<file path="src/common/sccb_pkg.sv">
package sccb_pkg;

        // one byte on the wire
        typedef logic [7:0] sccb_byte_t;

        // primitives the byte engine understands
        typedef enum logic [2:0] {
                idle,
                start,
                write_byte,
                read_byte_nack,
                stop
        } sccb_cmd_e;

        // 50 us scl half period in clocks
        localparam int half_bit_cycles = 5;
        localparam int half_cnt_w = $clog2(half_bit_cycles);

        typedef logic [half_cnt_w-1:0] half_cnt_t;

endpackage

</file>
<file path="src/sccb/sccb_byte_engine.sv">
`timescale 1ns/100ps

module sccb_byte_engine import sccb_pkg::*; (
        input  logic       clk_100kHz,
        input  logic       rst_n,
        input  sccb_cmd_e  cmd,
        input  sccb_byte_t tx_byte,
        output logic       done,
        output sccb_byte_t rx_byte,
        output logic       scl,
        output logic       sda_out,
        output logic       sda_oe,
        input  logic       sda_in
);

        sccb_cmd_e op;
        sccb_cmd_e cur;
        half_cnt_t half_cnt;
        logic [4:0] slot; // half-bit index inside the primitive
        logic [4:0] nslot;
        logic [4:0] last_slot;
        logic [3:0] nbit;
        logic accept;
        logic last_half;
        sccb_byte_t shreg;

        assign accept = (op == idle) && (cmd != idle);
        assign last_half = (half_cnt == half_cnt_t'(half_bit_cycles - 1));
        assign nslot = accept ? 5'd0 : slot + 5'd1;
        assign nbit = nslot[4:1];
        assign last_slot = (op == start || op == stop) ? 5'd2 : 5'd17;
        assign rx_byte = shreg;

        always_comb begin
                if (accept)
                        cur = cmd;
                else
                        cur = op;
        end

        always_ff @(posedge clk_100kHz or negedge rst_n) begin
                if (!rst_n) begin
                        op <= idle;
                        half_cnt <= '0;
                        slot <= '0;
                        done <= 1'b0;
                        scl <= 1'b1;
                        sda_out <= 1'b1;
                        sda_oe <= 1'b1;
                        shreg <= '0;
                end else begin
                        done <= 1'b0;
                        if (op != idle && last_half && slot == last_slot) begin
                                op <= idle;
                                done <= 1'b1;
                                if (op == write_byte || op == read_byte_nack)
                                        scl <= 1'b0; // park scl low between bytes
                        end else if (accept || (op != idle && last_half)) begin
                                op <= cur;
                                half_cnt <= '0;
                                slot <= nslot;
                                case (cur)
                                start: begin
                                        // sda falls in the middle slot with scl high
                                        scl <= (nslot != 5'd2);
                                        sda_out <= (nslot == 5'd0);
                                        sda_oe <= 1'b1;
                                end
                                stop: begin
                                        scl <= (nslot != 5'd0);
                                        sda_out <= (nslot == 5'd2); // rises with scl high
                                        sda_oe <= 1'b1;
                                end
                                write_byte: begin
                                        scl <= nslot[0];
                                        if (!nslot[0]) begin
                                                sda_oe <= (nbit != 4'd8); // ack clock released
                                                sda_out <= accept ? tx_byte[7] : shreg[6];
                                                shreg <= accept ? tx_byte : {shreg[6:0], 1'b0};
                                        end
                                end
                                read_byte_nack: begin
                                        scl <= nslot[0];
                                        sda_oe <= (nbit == 4'd8);
                                        sda_out <= 1'b1; // nack
                                        if (nslot[0] && nbit != 4'd8)
                                                shreg <= {shreg[6:0], sda_in};
                                end
                                default: ;
                                endcase
                        end else if (op != idle) begin
                                half_cnt <= half_cnt + 1'b1;
                        end
                end
        end

endmodule

</file>
<file path="config.mk">
export PLATFORM = sky130hd
export DESIGN_NAME = sccb_byte_engine
export DESIGN_NICKNAME = d
export VERILOG_FILES = /design/src/common/sccb_pkg.sv /design/src/sccb/sccb_byte_engine.sv
export SDC_FILE = /design/constraint.sdc
export NUM_CORES = 1
export LEC_CHECK = 0
export BUFFER_PORTS_ARGS = -buffer_cell sky130_fd_sc_hd__buf_2
export CAP_MARGIN = 20
export CORE_MARGIN = 3
export CORE_UTILIZATION = 55
export CTS_BUF_LIST = sky130_fd_sc_hd__clkbuf_4
export CTS_CLUSTER_DIAMETER = 50
export DETAILED_ROUTE_END_ITERATION = 7
export PLACE_DENSITY = 0.78
export SKIP_LAST_GASP = 1
export SYNTH_ARGS = -nofsm -noshare
export SYNTH_HDL_FRONTEND = slang
export SYNTH_SLANG_ARGS = --single-unit
</file>
<file path="constraint.sdc">
create_clock -name clk_100kHz -period 3 [get_ports clk_100kHz]
set_input_delay 0.15 -clock clk_100kHz [delete_from_list [all_inputs] [get_ports clk_100kHz]]
set_output_delay 0.15 -clock clk_100kHz [all_outputs]
set_load 0.05 [all_outputs]
</file>
### Yosys cells after proc, flatten, opt, wreduce, memory -nomap -nowiden

Cells that the tools add are included.

* bits in registers: 23
* output and inout bits: 12
* logic and storage cells: 75

* $add $sub $neg: 2
* equality and inequality tests: 17
* mux-type cells: 21
* bitwise logic cells: 1
* reductions and logical operators: 26

Operators by type and width (number)
* 2-to-1 mux 8 bit: 3
* case mux 8 bit (2 select lines): 1
* 2-to-1 mux 3 bit: 5
* equality test 3 x 2 -> 1 bit, second input constant: 4
* 2-to-1 mux 5 bit: 2
* equality test 3 bit, second input constant: 3
* nonzero test 3 bit: 3
* AND reduction 4 bit: 2
* nonzero test 4 bit: 2
* 2-to-1 mux 1 bit: 7
* equality test 3 x 1 -> 1 bit, second input constant: 2
* case mux 1 bit (3 select lines): 2
* nonzero test 2 bit: 3
* adder 5 x 1 -> 5 bit, second input constant: 1
* equality test 5 x 2 -> 1 bit, second input constant: 1
* equality test 5 bit: 1
* zero test 5 bit: 1
* != test 5 x 2 -> 1 bit, second input constant: 1
* AND reduction 5 bit: 1
* nonzero test 5 bit: 1
* equality test 4 bit, second input constant: 1
* logical AND 1 bit: 4
* != test 2 bit, second input constant: 2
* != test 4 bit, second input constant: 1
* 9 further kinds: 13

### Longest topological paths before layout

Gate-level depths: netlist (run 1).

* depth in word-level cells: 8
* gate-level depth with buffers: 7
* mapped depth without buffers: 7

### Least setup slack after synthesis (run 1)

Ideal clock, no wire load.

* path kind: register -> register
* start: register slot[0]
* end: register shreg[0], in the netlist rx_byte[0]
* library setup time: 125 ps
* arrival time: 2042 ps
* required time: 2875 ps
* path slack: 833 ps
* cell stages (with the launch flop): 7
* path buffers: 0
* period minus slack after synthesis: 2167 ps
* cells stage by stage: dfrtp_1 -> ha_1 -> and2_1 -> a21o_2 -> a31o_2 -> o32ai_4 -> mux2_2

* cells in the longest elaborated chain, start to end: 6
* elaborated cells between the ends (all ways): 10

RTL lines
* start, declared: line sccb_byte_engine.sv:19 `logic [4:0] slot;`
* start signal, assigned: line sccb_byte_engine.sv:61 `slot <= nslot;`
* adder 5 x 1 -> 5 bit: line sccb_byte_engine.sv:29 `assign nslot = accept ? 5'd0 : slot + 5'd1;`
* 2-to-1 mux 5 bit: line sccb_byte_engine.sv:29
* != test 4 bit: line sccb_byte_engine.sv:86 `if (nslot[0] && nbit != 4'd8)`
* logical AND 1 bit: line sccb_byte_engine.sv:86
* != test 2 bit (no line)
* AND reduction 5 bit (no line) (*)
* end signal, assigned: line sccb_byte_engine.sv:79 `shreg <= accept ? tx_byte : {shreg[6:0], 1'b0};`
* end signal, assigned: line sccb_byte_engine.sv:87 `shreg <= {shreg[6:0], sda_in};`
* end, declared: line sccb_byte_engine.sv:25 `sccb_byte_t shreg;`

Every way passes the cells marked *; elsewhere a longest branch is shown, timed or not.
A chain may end at the register's enable or synchronous reset.

### Worst setup path in the final report (run 1)

* start: register slot[0]
* end: register shreg[1], in the netlist rx_byte[1]

The elaborated chain is that of the path after synthesis.

==> results.json, run 1 <==
{
  "hold_violations": 0,
  "antennaDiodeCount": 0,
  "hp-class": "in -> reg",
  "yosysSeqAreaShare_pct": 34.42,
  "wl_um": 3839,
  "cts_htree_levels": 1,
  "cts_tree": "done",
  "slowest_delay_ns": 0.57,
  "vias": 1466,
  "synth_area_leaders": "dfrtp_1, mux2_2, dfstp_2",
  "required_ns": 3.21,
  "fin_ws_ns": 0.4777,
  "post_cts_buffers": 0,
  "synth_most_common_cell": "dfrtp_1",
  "seq_area_um2": 579.3,
  "cts_max_path_buffers": 2,
  "wl_per_cell_um": 17.29,
  "grt_max_degree": 24,
  "netlist_instances": 170,
  "finalSetupViolations": 0,
  "grt-ovfl-total": 0,
  "drv_slew": 0,
  "ys_types": 56,
  "cts_resized": 0,
  "ioPinCount": 26,
  "dieArea_mm2": 0.003760,
  "drive_gt1_share_pct": 33.51,
  "cts_root_buffer": "clkbuf_4",
  "fp-row-count": 19,
  "end_kind": "flip-flop",
  "critPathTopFamily": "compound AO/OA/AOI/OAI gates",
  "cp_max_fo": 14,
  "postRouteAntennaNets": 0,
  "synthFlopType": "dfrtp_1",
  "worstPathCellList": "ha_1 > and2_1 > a21o_2 > a31o_2 > o32ai_4 > mux2_2",
  "core-area_mm2": 0.002829,
  "antenna_found_initial": 0,
  "synth_nets": 187,
  "drt_iter0_markers": 92,
  "rsz0062_at_grt": "no",
  "grt_first_pass_wirelength_um": 6361,
  "dp_hpwl_um": 2924,
  "die_h_um": 61.32,
  "die_x_um": 61.32,
  "avgSynthCellArea_um2": 9.899,
  "synth_seq_cells": 23,
  "grt_pass1_vias": 1426,
  "clk_pin_slew_worst_paths_ns": 0.13,
  "reg2reg_slack_ns": 0.48,
  "final_nets": 209,
  "io_buffers": 25,
  "cts.sinks": 23,
  "synth_edf_count": 0,
  "timing.final.crit_period_ns": 2.522,
  "drc": 0,
  "power.density_mw_per_mm2": 963.8,
  "crit_slowest_cell": "dfrtp_1",
  "finalInstanceArea_mm2": 0.001813,
  "ys_top_cells_by_count": "dfrtp_1, mux2_2, nand2_1",
  "numCtsBuffers": 3,
  "critPathLaunchType": "flip-flop",
  "min_period_over_period_pct": 84.08,
  "skew_ns": 0.003559,
  "status": "completed",
  "syn_area_mm2": 0.001683,
  "critPathArrivalTime_ns": 2.73,
  "multi_input_area_mm2": 0.001011,
  "pre_cts_ws_ns": 0.5086,
  "drt_first_pass_iters": 4,
  "yosysWarnings": 0,
  "placed_cell_area_mm2": 0.001773,
  "clkLatencyLatePin_ns": 0.31,
  "worst_hold_slack_ns": 0.1679,
  "gp_congestion": 0.9040,
  "cts-hold-fix-buffers": 1,
  "timing.fmax_mhz": 396.5,
  "leakage_nw": 0.7964,
  "grt_use_total_pct": 22.27,
  "worstMarginPinSlew_ns": 0.6317,
  "maxCapViolations": 0,
  "async_flop_share_pct": 100.0,
  "initial_core_util_pct": 59.49,
  "fill_cells": 227,
  "area_growth_pct": 7.732,
  "viasPerCell": 6.604,
  "peakVddDrop_mv": 0.6306,
  "worstSetupPathType": "reg -> reg",
  "yosys.area.top_type": "dfrtp_1",
  "fin_tns_setup_ns": 0,
  "max_slew_margin_pct": 57.51,
  "post-synth-top-area-fraction_pct": 29.74,
  "path_buf_inv": 0
}
## layout by cell type, fill, tap and decap left out, drive strengths merged, types with 3 or more instances in the layout
cell type,Yosys,final
a211oi,3,3
a21oi,6,6
a31oi,5,5
and2,3,3
buf,10,26
clkbuf,0,4
dfrtp,20,20
dfstp,3,3
ha,3,3
inv,3,3
mux2,17,17
mux2i,3,3
nand2,17,17
nand3,6,6
nand4,4,4
nor2,13,13
nor3,3,3
o21ai,8,8
or3,3,3
## through the flow
stage          util (%)  std cells  total power (W)
3_3_place_gp      62.67        217         0.001531
6_report          64.09        222         0.001747
2_1_floorplan         -        170         0.001403
5_1_grt           64.09        222         0.001859
3_5_place_dp      62.67        217         0.001590
4_1_cts           64.09        222         0.001742
## power by group
group / switching, W / leakage, nW / internal (W)
clock network: 0.0000951 / 0.0184 / 0.0000610
registers: 0.000178 / 0.288 / 0.000443
logic: 0.000607 / 0.490 / 0.000363
total: 0.000880 / 0.796 / 0.000867
## routing by layer
layer  routed length [um]  vias up  global-route usage [%]
li1                     -      683                       -
met3                  156       10                   2.096
met5                    0        -                       0
met4                   73        0                   6.502
met2                 1940       44                   36.71
met1                 1669      729                   31.03
## registers in the layout, indices dropped and copies added, names as in the netlist
register,count
op,3
sda_oe,1
done,1
scl,1
slot,5
sda_out,1
rx_byte,8
half_cnt,3
## path summary, 6_finish.rpt
path / startpoint / to / cells past startpoint
hold / removal: sda_in / rx_byte[0] / 4
max in group asynchronous: rst_n / scl / 2
min in group asynchronous: rst_n / slot[2] / 2
hold reg to reg: half_cnt[2] / half_cnt[2] / 1
setup / recovery: slot[0] / rx_byte[1] / 6
setup reg to reg: slot[0] / rx_byte[1] / 6
## tightest hold or removal path, stage by stage
cell	delay [ns]
buf_2	0.08
nand2_1	0.04
nand2_1	0.04
mux2_2	0.14
## cells by family (layout without fill, tap and decap cells)
logic type / after synthesis / after routing / synth area share, %
and+or+nand+nor: 66 / 66 / 23.42
AOI/OAI and AO/OA: 42 / 42 / 19.70
DFF: 23 / 23 / 34.42
muxes: 20 / 20 / 13.16
buffers and inverters: 13 / 34 / 5.501
adders and majority gates: 3 / 3 / 2.231
xor gates and xnor gates: 3 / 3 / 1.562
## area by class of cell
type | count | share of cell area [%]
repair buffers | 27 | 7.868
flip-flops and latches | 23 | 31.95
multi-input cells | 134 | 55.76
well taps | 31 | 2.139
inverters | 3 | 0.6211
clock buffers | 4 | 1.656
(Power assumes the default switching activity.)
==> inputs of run 2 (changes only) <==
- CORE_UTILIZATION: 55 -> 53
- clock period: 3 -> 2.26 ns (I/O delays scaled with it)
==> run 2 against run 1 <==
First-iteration DRC count fell by 15%; core utilization rose by 3.2 points; combinational power rose by 51%; highest routed layer unchanged; power rose by 39%; hold slack got worse by 0.061 ns; register-to-register slack got worse by 0.38 ns; design area rose by 7.7%; largest cell class unchanged; clock power rose by 33%; via count rose by 1.6%; final cell count rose by 11%; non-clock buffer count rose by 14; sequential share of layout area fell by 2.3 points.
==> results.json, run 2 (synthesized netlist as in run 1, its figures left out) <==
{
  "status": "completed",
  "final_cell_mix": "buf_2, dfrtp_1, nand2_1, mux2_2, buf_4",
  "hp-start": "sda_in",
  "clkLatencyLatePin_ns": 0.32,
  "crit_slowest_cell": "dfrtp_1",
  "grt_first_pass_wirelength_um": 7017,
  "fill_cells": 243,
  "drive_gt1_share_pct": 39.02,
  "ioPinCount": 26,
  "power.switching_w": 0.001207,
  "skew_ns": 0.005989,
  "drc": 0,
  "cts_root_buffer": "clkbuf_4",
  "vias": 1489,
  "cp_max_fo": 5,
  "clk_pin_slew_worst_paths_ns": 0.12,
  "postRouteAntennaNets": 0,
  "final_nets": 223,
  "stdcell_count": 247,
  "grt-ovfl-total": 0,
  "die_h_um": 62.35,
  "min_to": "rx_byte[0]",
  "pwr-share-clk_pct": 8.5,
  "fp-row-count": 19,
  "dpl.cell_count": 240,
  "critPathArrivalTime_ns": 2.38,
  "required_ns": 2.48,
  "power.share.switching_pct": 49.52,
  "p_comb_share_pct": 60.4,
  "fin_ws_ns": 0.09582,
  "area_growth_pct": 15.99,
  "power.density_mw_per_mm2": 1249,
  "p_seq_share_pct": 31.1,
  "regToRegEndpoint": "rx_byte[3]",
  "numCtsBuffers": 3,
  "drt_iter0_markers": 78,
  "slowest_delay_ns": 0.40,
  "critPathLaunchType": "flip-flop",
  "hold-path-cell-count": 4,
  "reg2regPathDepth": 7,
  "hold_violations": 0,
  "wl_per_cell_um": 16.54,
  "cts_max_path_buffers": 2,
  "finalSetupViolations": 0,
  "largest_reg_flops": 8,
  "cts.sinks": 23,
  "antennaDiodeCount": 0,
  "max_slew_margin_pct": 65.69,
  "final_common_cell": "buf_2",
  "worstMarginPinSlew_ns": 0.5147,
  "io_buffers": 25,
  "core-area_mm2": 0.002900,
  "timing.fmax_mhz": 462.1,
  "peakVddDrop_mv": 0.7671,
  "initial_core_util_pct": 58.02,
  "antenna_found_initial": 0,
  "wl_um": 4086,
  "hp-class": "in -> reg",
  "grt_pass1_vias": 1513,
  "cts_tree": "done",
  "p_int_w": 0.001230,
  "leakage_nw": 0.8690,
  "min_period_over_period_pct": 95.76,
  "gp_congestion": 0.9471,
  "grt_use_total_pct": 21.95,
  "dp_hpwl_um": 3137,
  "drt_first_pass_iters": 4,
  "maxCapViolations": 0,
  "end_kind": "flip-flop",
  "pre_cts_ws_ns": 0.02032,
  "worstSetupPathType": "reg -> reg",
  "cts_htree_levels": 1,
  "viasPerCell": 6.028,
  "reg2reg_slack_ns": 0.1,
  "dieArea_mm2": 0.003888,
  "r2r_start": "slot[0]",
  "worstPathCellList": "ha_1 > and2_1 > a21o_2 > a31o_2 > o32ai_4 > buf_4 > mux2_2",
  "die_x_um": 62.35,
  "timing.final.crit_period_ns": 2.164,
  "grt_max_degree": 24,
  "drv_slew": 0
}
## run 2: how the worst max path moves through the flow
| stage | start | to | slack, ns | depth (start not counted) |
|---|---|---|---|---|
| 2_1_floorplan | slot[0] | rx_byte[0] | 0.09 | 6 |
| 3_3_place_gp | slot[0] | rx_byte[2] | 0.08 | 6 |
| 3_5_place_dp | slot[0] | rx_byte[5] | 0.02 | 6 |
| 4_1_cts | op[0] | rx_byte[3] | 0.03 | 5 |
| 5_1_grt | slot[0] | rx_byte[4] | -0.02 | 7 |
| 6_report | slot[0] | rx_byte[3] | 0.1 | 7 |
## run 2: final cells by class
type / count / area, um^2 / share of cell area [%]
sequential: 23 / 579.3 / 29.68
clock buffer: 4 / 30.03 / 1.538
inverter: 3 / 11.26 / 0.5769
timing repair buffer: 41 / 247.7 / 12.69
multi-input combinational: 134 / 1031 / 52.82
tap: 42 / 52.55 / 2.692
## run 2: timing repair
item / in CTS / in global routing
setup buffers: 0 / 2
hold endpoints to repair: 20 / 0
resized for setup: 0 / 3
hold buffers: 1 / 0
endpoints found under the setup margin: 4 / 11
gates cloned: 0 / 0
pin swaps: 1 / 1
## run 2: power by group through the flow
stage / clock network (W) / logic (W) / registers (W)
global placement: 0 / 0.00140 / 0.000740
floorplan: 0 / 0.000862 / 0.00100
detailed placement: 0 / 0.00145 / 0.000757
CTS: 0.000208 / 0.00146 / 0.000750
global route: 0.000230 / 0.00159 / 0.000785
finish: 0.000207 / 0.00147 / 0.000759
## run 2: layer usage
metal,routed length [um],GRT usage (%),vias up
met3,189,3.423,7
met5,0,0,-
met4,69,7.989,0
met2,2039,37.90,50
li1,-,-,709
met1,1788,27.75,723
## run 2: metrics by stage
| step | util [%] | instance area (um^2) | power (W) | hold slack (ns) | setup TNS [ns] |
|---|---|---|---|---|---|
| 2_1_floorplan | - | 1683 | 0.001862 | -0.1826 | 0 |
| 3_3_place_gp | 64.71 | 1877 | 0.002138 | 0.1051 | 0 |
| 3_5_place_dp | 64.71 | 1877 | 0.002210 | 0.1138 | 0 |
| 4_1_cts | 66.09 | 1917 | 0.002416 | 0.1097 | 0 |
| 5_1_grt | 67.30 | 1952 | 0.002609 | 0.1112 | -0.07963 |
| 6_report | 67.30 | 1952 | 0.002437 | 0.1069 | 0 |
## run 2: worst max-delay path: cells and delay by family, from the launching register on
kind                     cells  cell delay (ns)
AO/OA/AOI/OAI                3             0.70
flip-flops                   1             0.40
multiplexers                 1             0.33
adder cells (fa/ha/maj)      1             0.26
AND/OR/NAND/NOR              1             0.20
buffers and inverters        1             0.18
==> inputs of run 3 (changes only) <==
- CORE_UTILIZATION: 53 -> 35
- PLACE_DENSITY: 0.78 -> not set
==> run 3 against run 2 <==
Clock power rose by 8%; power fell by 0.76%; sequential cell count did not move; count of clock-buffer cells in the layout did not move; die area rose by 46%; largest power group unchanged; wire length fell by 4.3%.
==> results.json, run 3 (synthesized netlist as in run 1, its figures left out) <==
{
  "worstPathCellList": "buf_4 > nor4b_2 > o21ai_0 > a31oi_1 > o32ai_4 > buf_12 > mux2_2",
  "viasPerCell": 5.604,
  "clkLatencyLatePin_ns": 0.32,
  "die_x_um": 75.34,
  "final_common_cell": "buf_2",
  "worstSetupPathType": "reg -> reg",
  "critPathArrivalTime_ns": 2.35,
  "cp_max_fo": 9,
  "gp_congestion": 0.9017,
  "critPathTopFamily": "compound AO/OA/AOI/OAI gates",
  "wl_per_cell_um": 15.05,
  "ioPinCount": 26,
  "hp-class": "in -> reg",
  "min_period_over_period_pct": 94.03,
  "drv_slew": 0,
  "fill_cells": 440,
  "p_comb_share_pct": 59.8,
  "cts_htree_levels": 1,
  "maxCapViolations": 0,
  "grt_max_degree": 24,
  "fp-row-count": 24,
  "hold_violations": 0,
  "end_kind": "flip-flop",
  "timing.final.crit_period_ns": 2.125,
  "leakage_nw": 0.8802,
  "cts_root_buffer": "clkbuf_4",
  "cts_max_path_buffers": 2,
  "final_nets": 226,
  "die_h_um": 75.34,
  "numCtsBuffers": 3,
  "dieArea_mm2": 0.005676,
  "p_int_w": 0.001238,
  "drive_gt1_share_pct": 40.38,
  "largest_reg_flops": 8,
  "path_buf_inv": 2,
  "slowest_delay_ns": 0.41,
  "crit_slowest_cell": "dfrtp_1",
  "grt_use_total_pct": 14.99,
  "vias": 1457,
  "required_ns": 2.49,
  "drc": 0,
  "dp_hpwl_um": 2967,
  "cts_tree": "done",
  "cts.sinks": 23,
  "power.share.switching_pct": 48.80,
  "grt_first_pass_wirelength_um": 6637,
  "postRouteAntennaNets": 0,
  "antennaDiodeCount": 0,
  "drt_iter0_markers": 66,
  "skew_ns": 0.001572,
  "power.switching_w": 0.001180,
  "rsz0062_at_grt": "no",
  "grt-ovfl-total": 0,
  "power.density_mw_per_mm2": 1219,
  "status": "completed",
  "p_seq_share_pct": 31.0,
  "max_slew_margin_pct": 57.71,
  "pwr-share-clk_pct": 9.2,
  "timing.fmax_mhz": 470.6,
  "peakVddDrop_mv": 0.5536,
  "fin_tns_setup_ns": 0,
  "antenna_found_initial": 0,
  "pre_cts_ws_ns": 0.04187,
  "initial_core_util_pct": 37.36,
  "finalSetupViolations": 0,
  "wl_um": 3912,
  "clk_pin_slew_worst_paths_ns": 0.14,
  "critPathLaunchType": "flip-flop",
  "core-area_mm2": 0.004504,
  "io_buffers": 25,
  "worstMarginPinSlew_ns": 0.6296,
  "grt_pass1_vias": 1364,
  "area_growth_pct": 17.92,
  "drt_first_pass_iters": 4,
  "final_cell_mix": "buf_2, dfrtp_1, nand2_1, mux2_2, buf_4",
  "fin_ws_ns": 0.1349
}
[run 3: cell types whose count changed in the layout (fill, tap and decap cells not counted), sizes merged]
cell | previous run | this run
buf | 40 | 43
[run 3: through the flow]
step | power [W] | std cells | cell area (um^2) | hold slack [ns] | util, %
after floorplan | 0.001862 | 170 | 1683 | -0.1826 | -
after global placement | 0.002194 | 254 | 1919 | 0.1354 | 42.61
after detailed placement | 0.002199 | 254 | 1919 | 0.1323 | 42.61
after CTS | 0.002420 | 259 | 1959 | 0.1097 | 43.50
after global routing | 0.002592 | 260 | 1984 | 0.1355 | 44.06
final | 0.002419 | 260 | 1984 | 0.1139 | 44.06
[run 3: layout make-up]
type | count | area [um^2] | area share (%)
Clock buffer | 4 | 30.03 | 1.513
Inverter | 3 | 11.26 | 0.5675
Multi-Input combinational cell | 134 | 1013 | 51.07
Sequential cell | 23 | 581.8 | 29.32
Tap cell | 52 | 65.06 | 3.279
Timing Repair Buffer | 44 | 282.8 | 14.25
[run 3: final timing paths]
path | cells after the start | startpoint | to | slack, ns
worst min-delay path | 4 | sda_in | rx_byte[0] | 0.11
worst min register to register | 1 | half_cnt[2] | half_cnt[2] | 0.52
worst max-delay path | 7 | slot[1] | rx_byte[5] | 0.13
min in group asynchronous | 2 | rst_n | half_cnt[2] | 0.29
worst max register to register | 7 | slot[1] | rx_byte[5] | 0.13
max in group asynchronous | 2 | rst_n | op[0] | 1.58
[run 3: power groups by stage]
stage                     clock network [W]  registers [W]  logic, W
after global routing               0.000238       0.000775   0.00158
after detailed placement                  0       0.000752   0.00145
after CTS                          0.000225       0.000747   0.00145
after global placement                    0       0.000753   0.00144
final                              0.000223       0.000750   0.00145
after floorplan                           0        0.00100  0.000862
[run 3: worst register-to-register path, delay by kind of cell (launching register included)]
kind	cells	cell delay [ns]
and+or+nand+nor	1	0.35
DFF	1	0.41
muxes	1	0.26
buffers and inverters	2	0.33
AOI/OAI and AO/OA	3	0.68
[run 3: what timing repair did]
item | CTS | global route
hold endpoints to repair | 20 | 0
endpoints found under the setup margin | 0 | 10
buffers inserted | 0 | 1
hold buffers | 1 | 0
resized for setup | 0 | 3
[run 3: layer usage]
layer | track usage (%) | part of all wire, % | vias up
met5 | 0 | 0 | -
met4 | 3.107 | 1.4 | 0
met3 | 2.111 | 3.6 | 6
met2 | 22.44 | 44 | 33
met1 | 22.99 | 52 | 710
li1 | - | - | 708
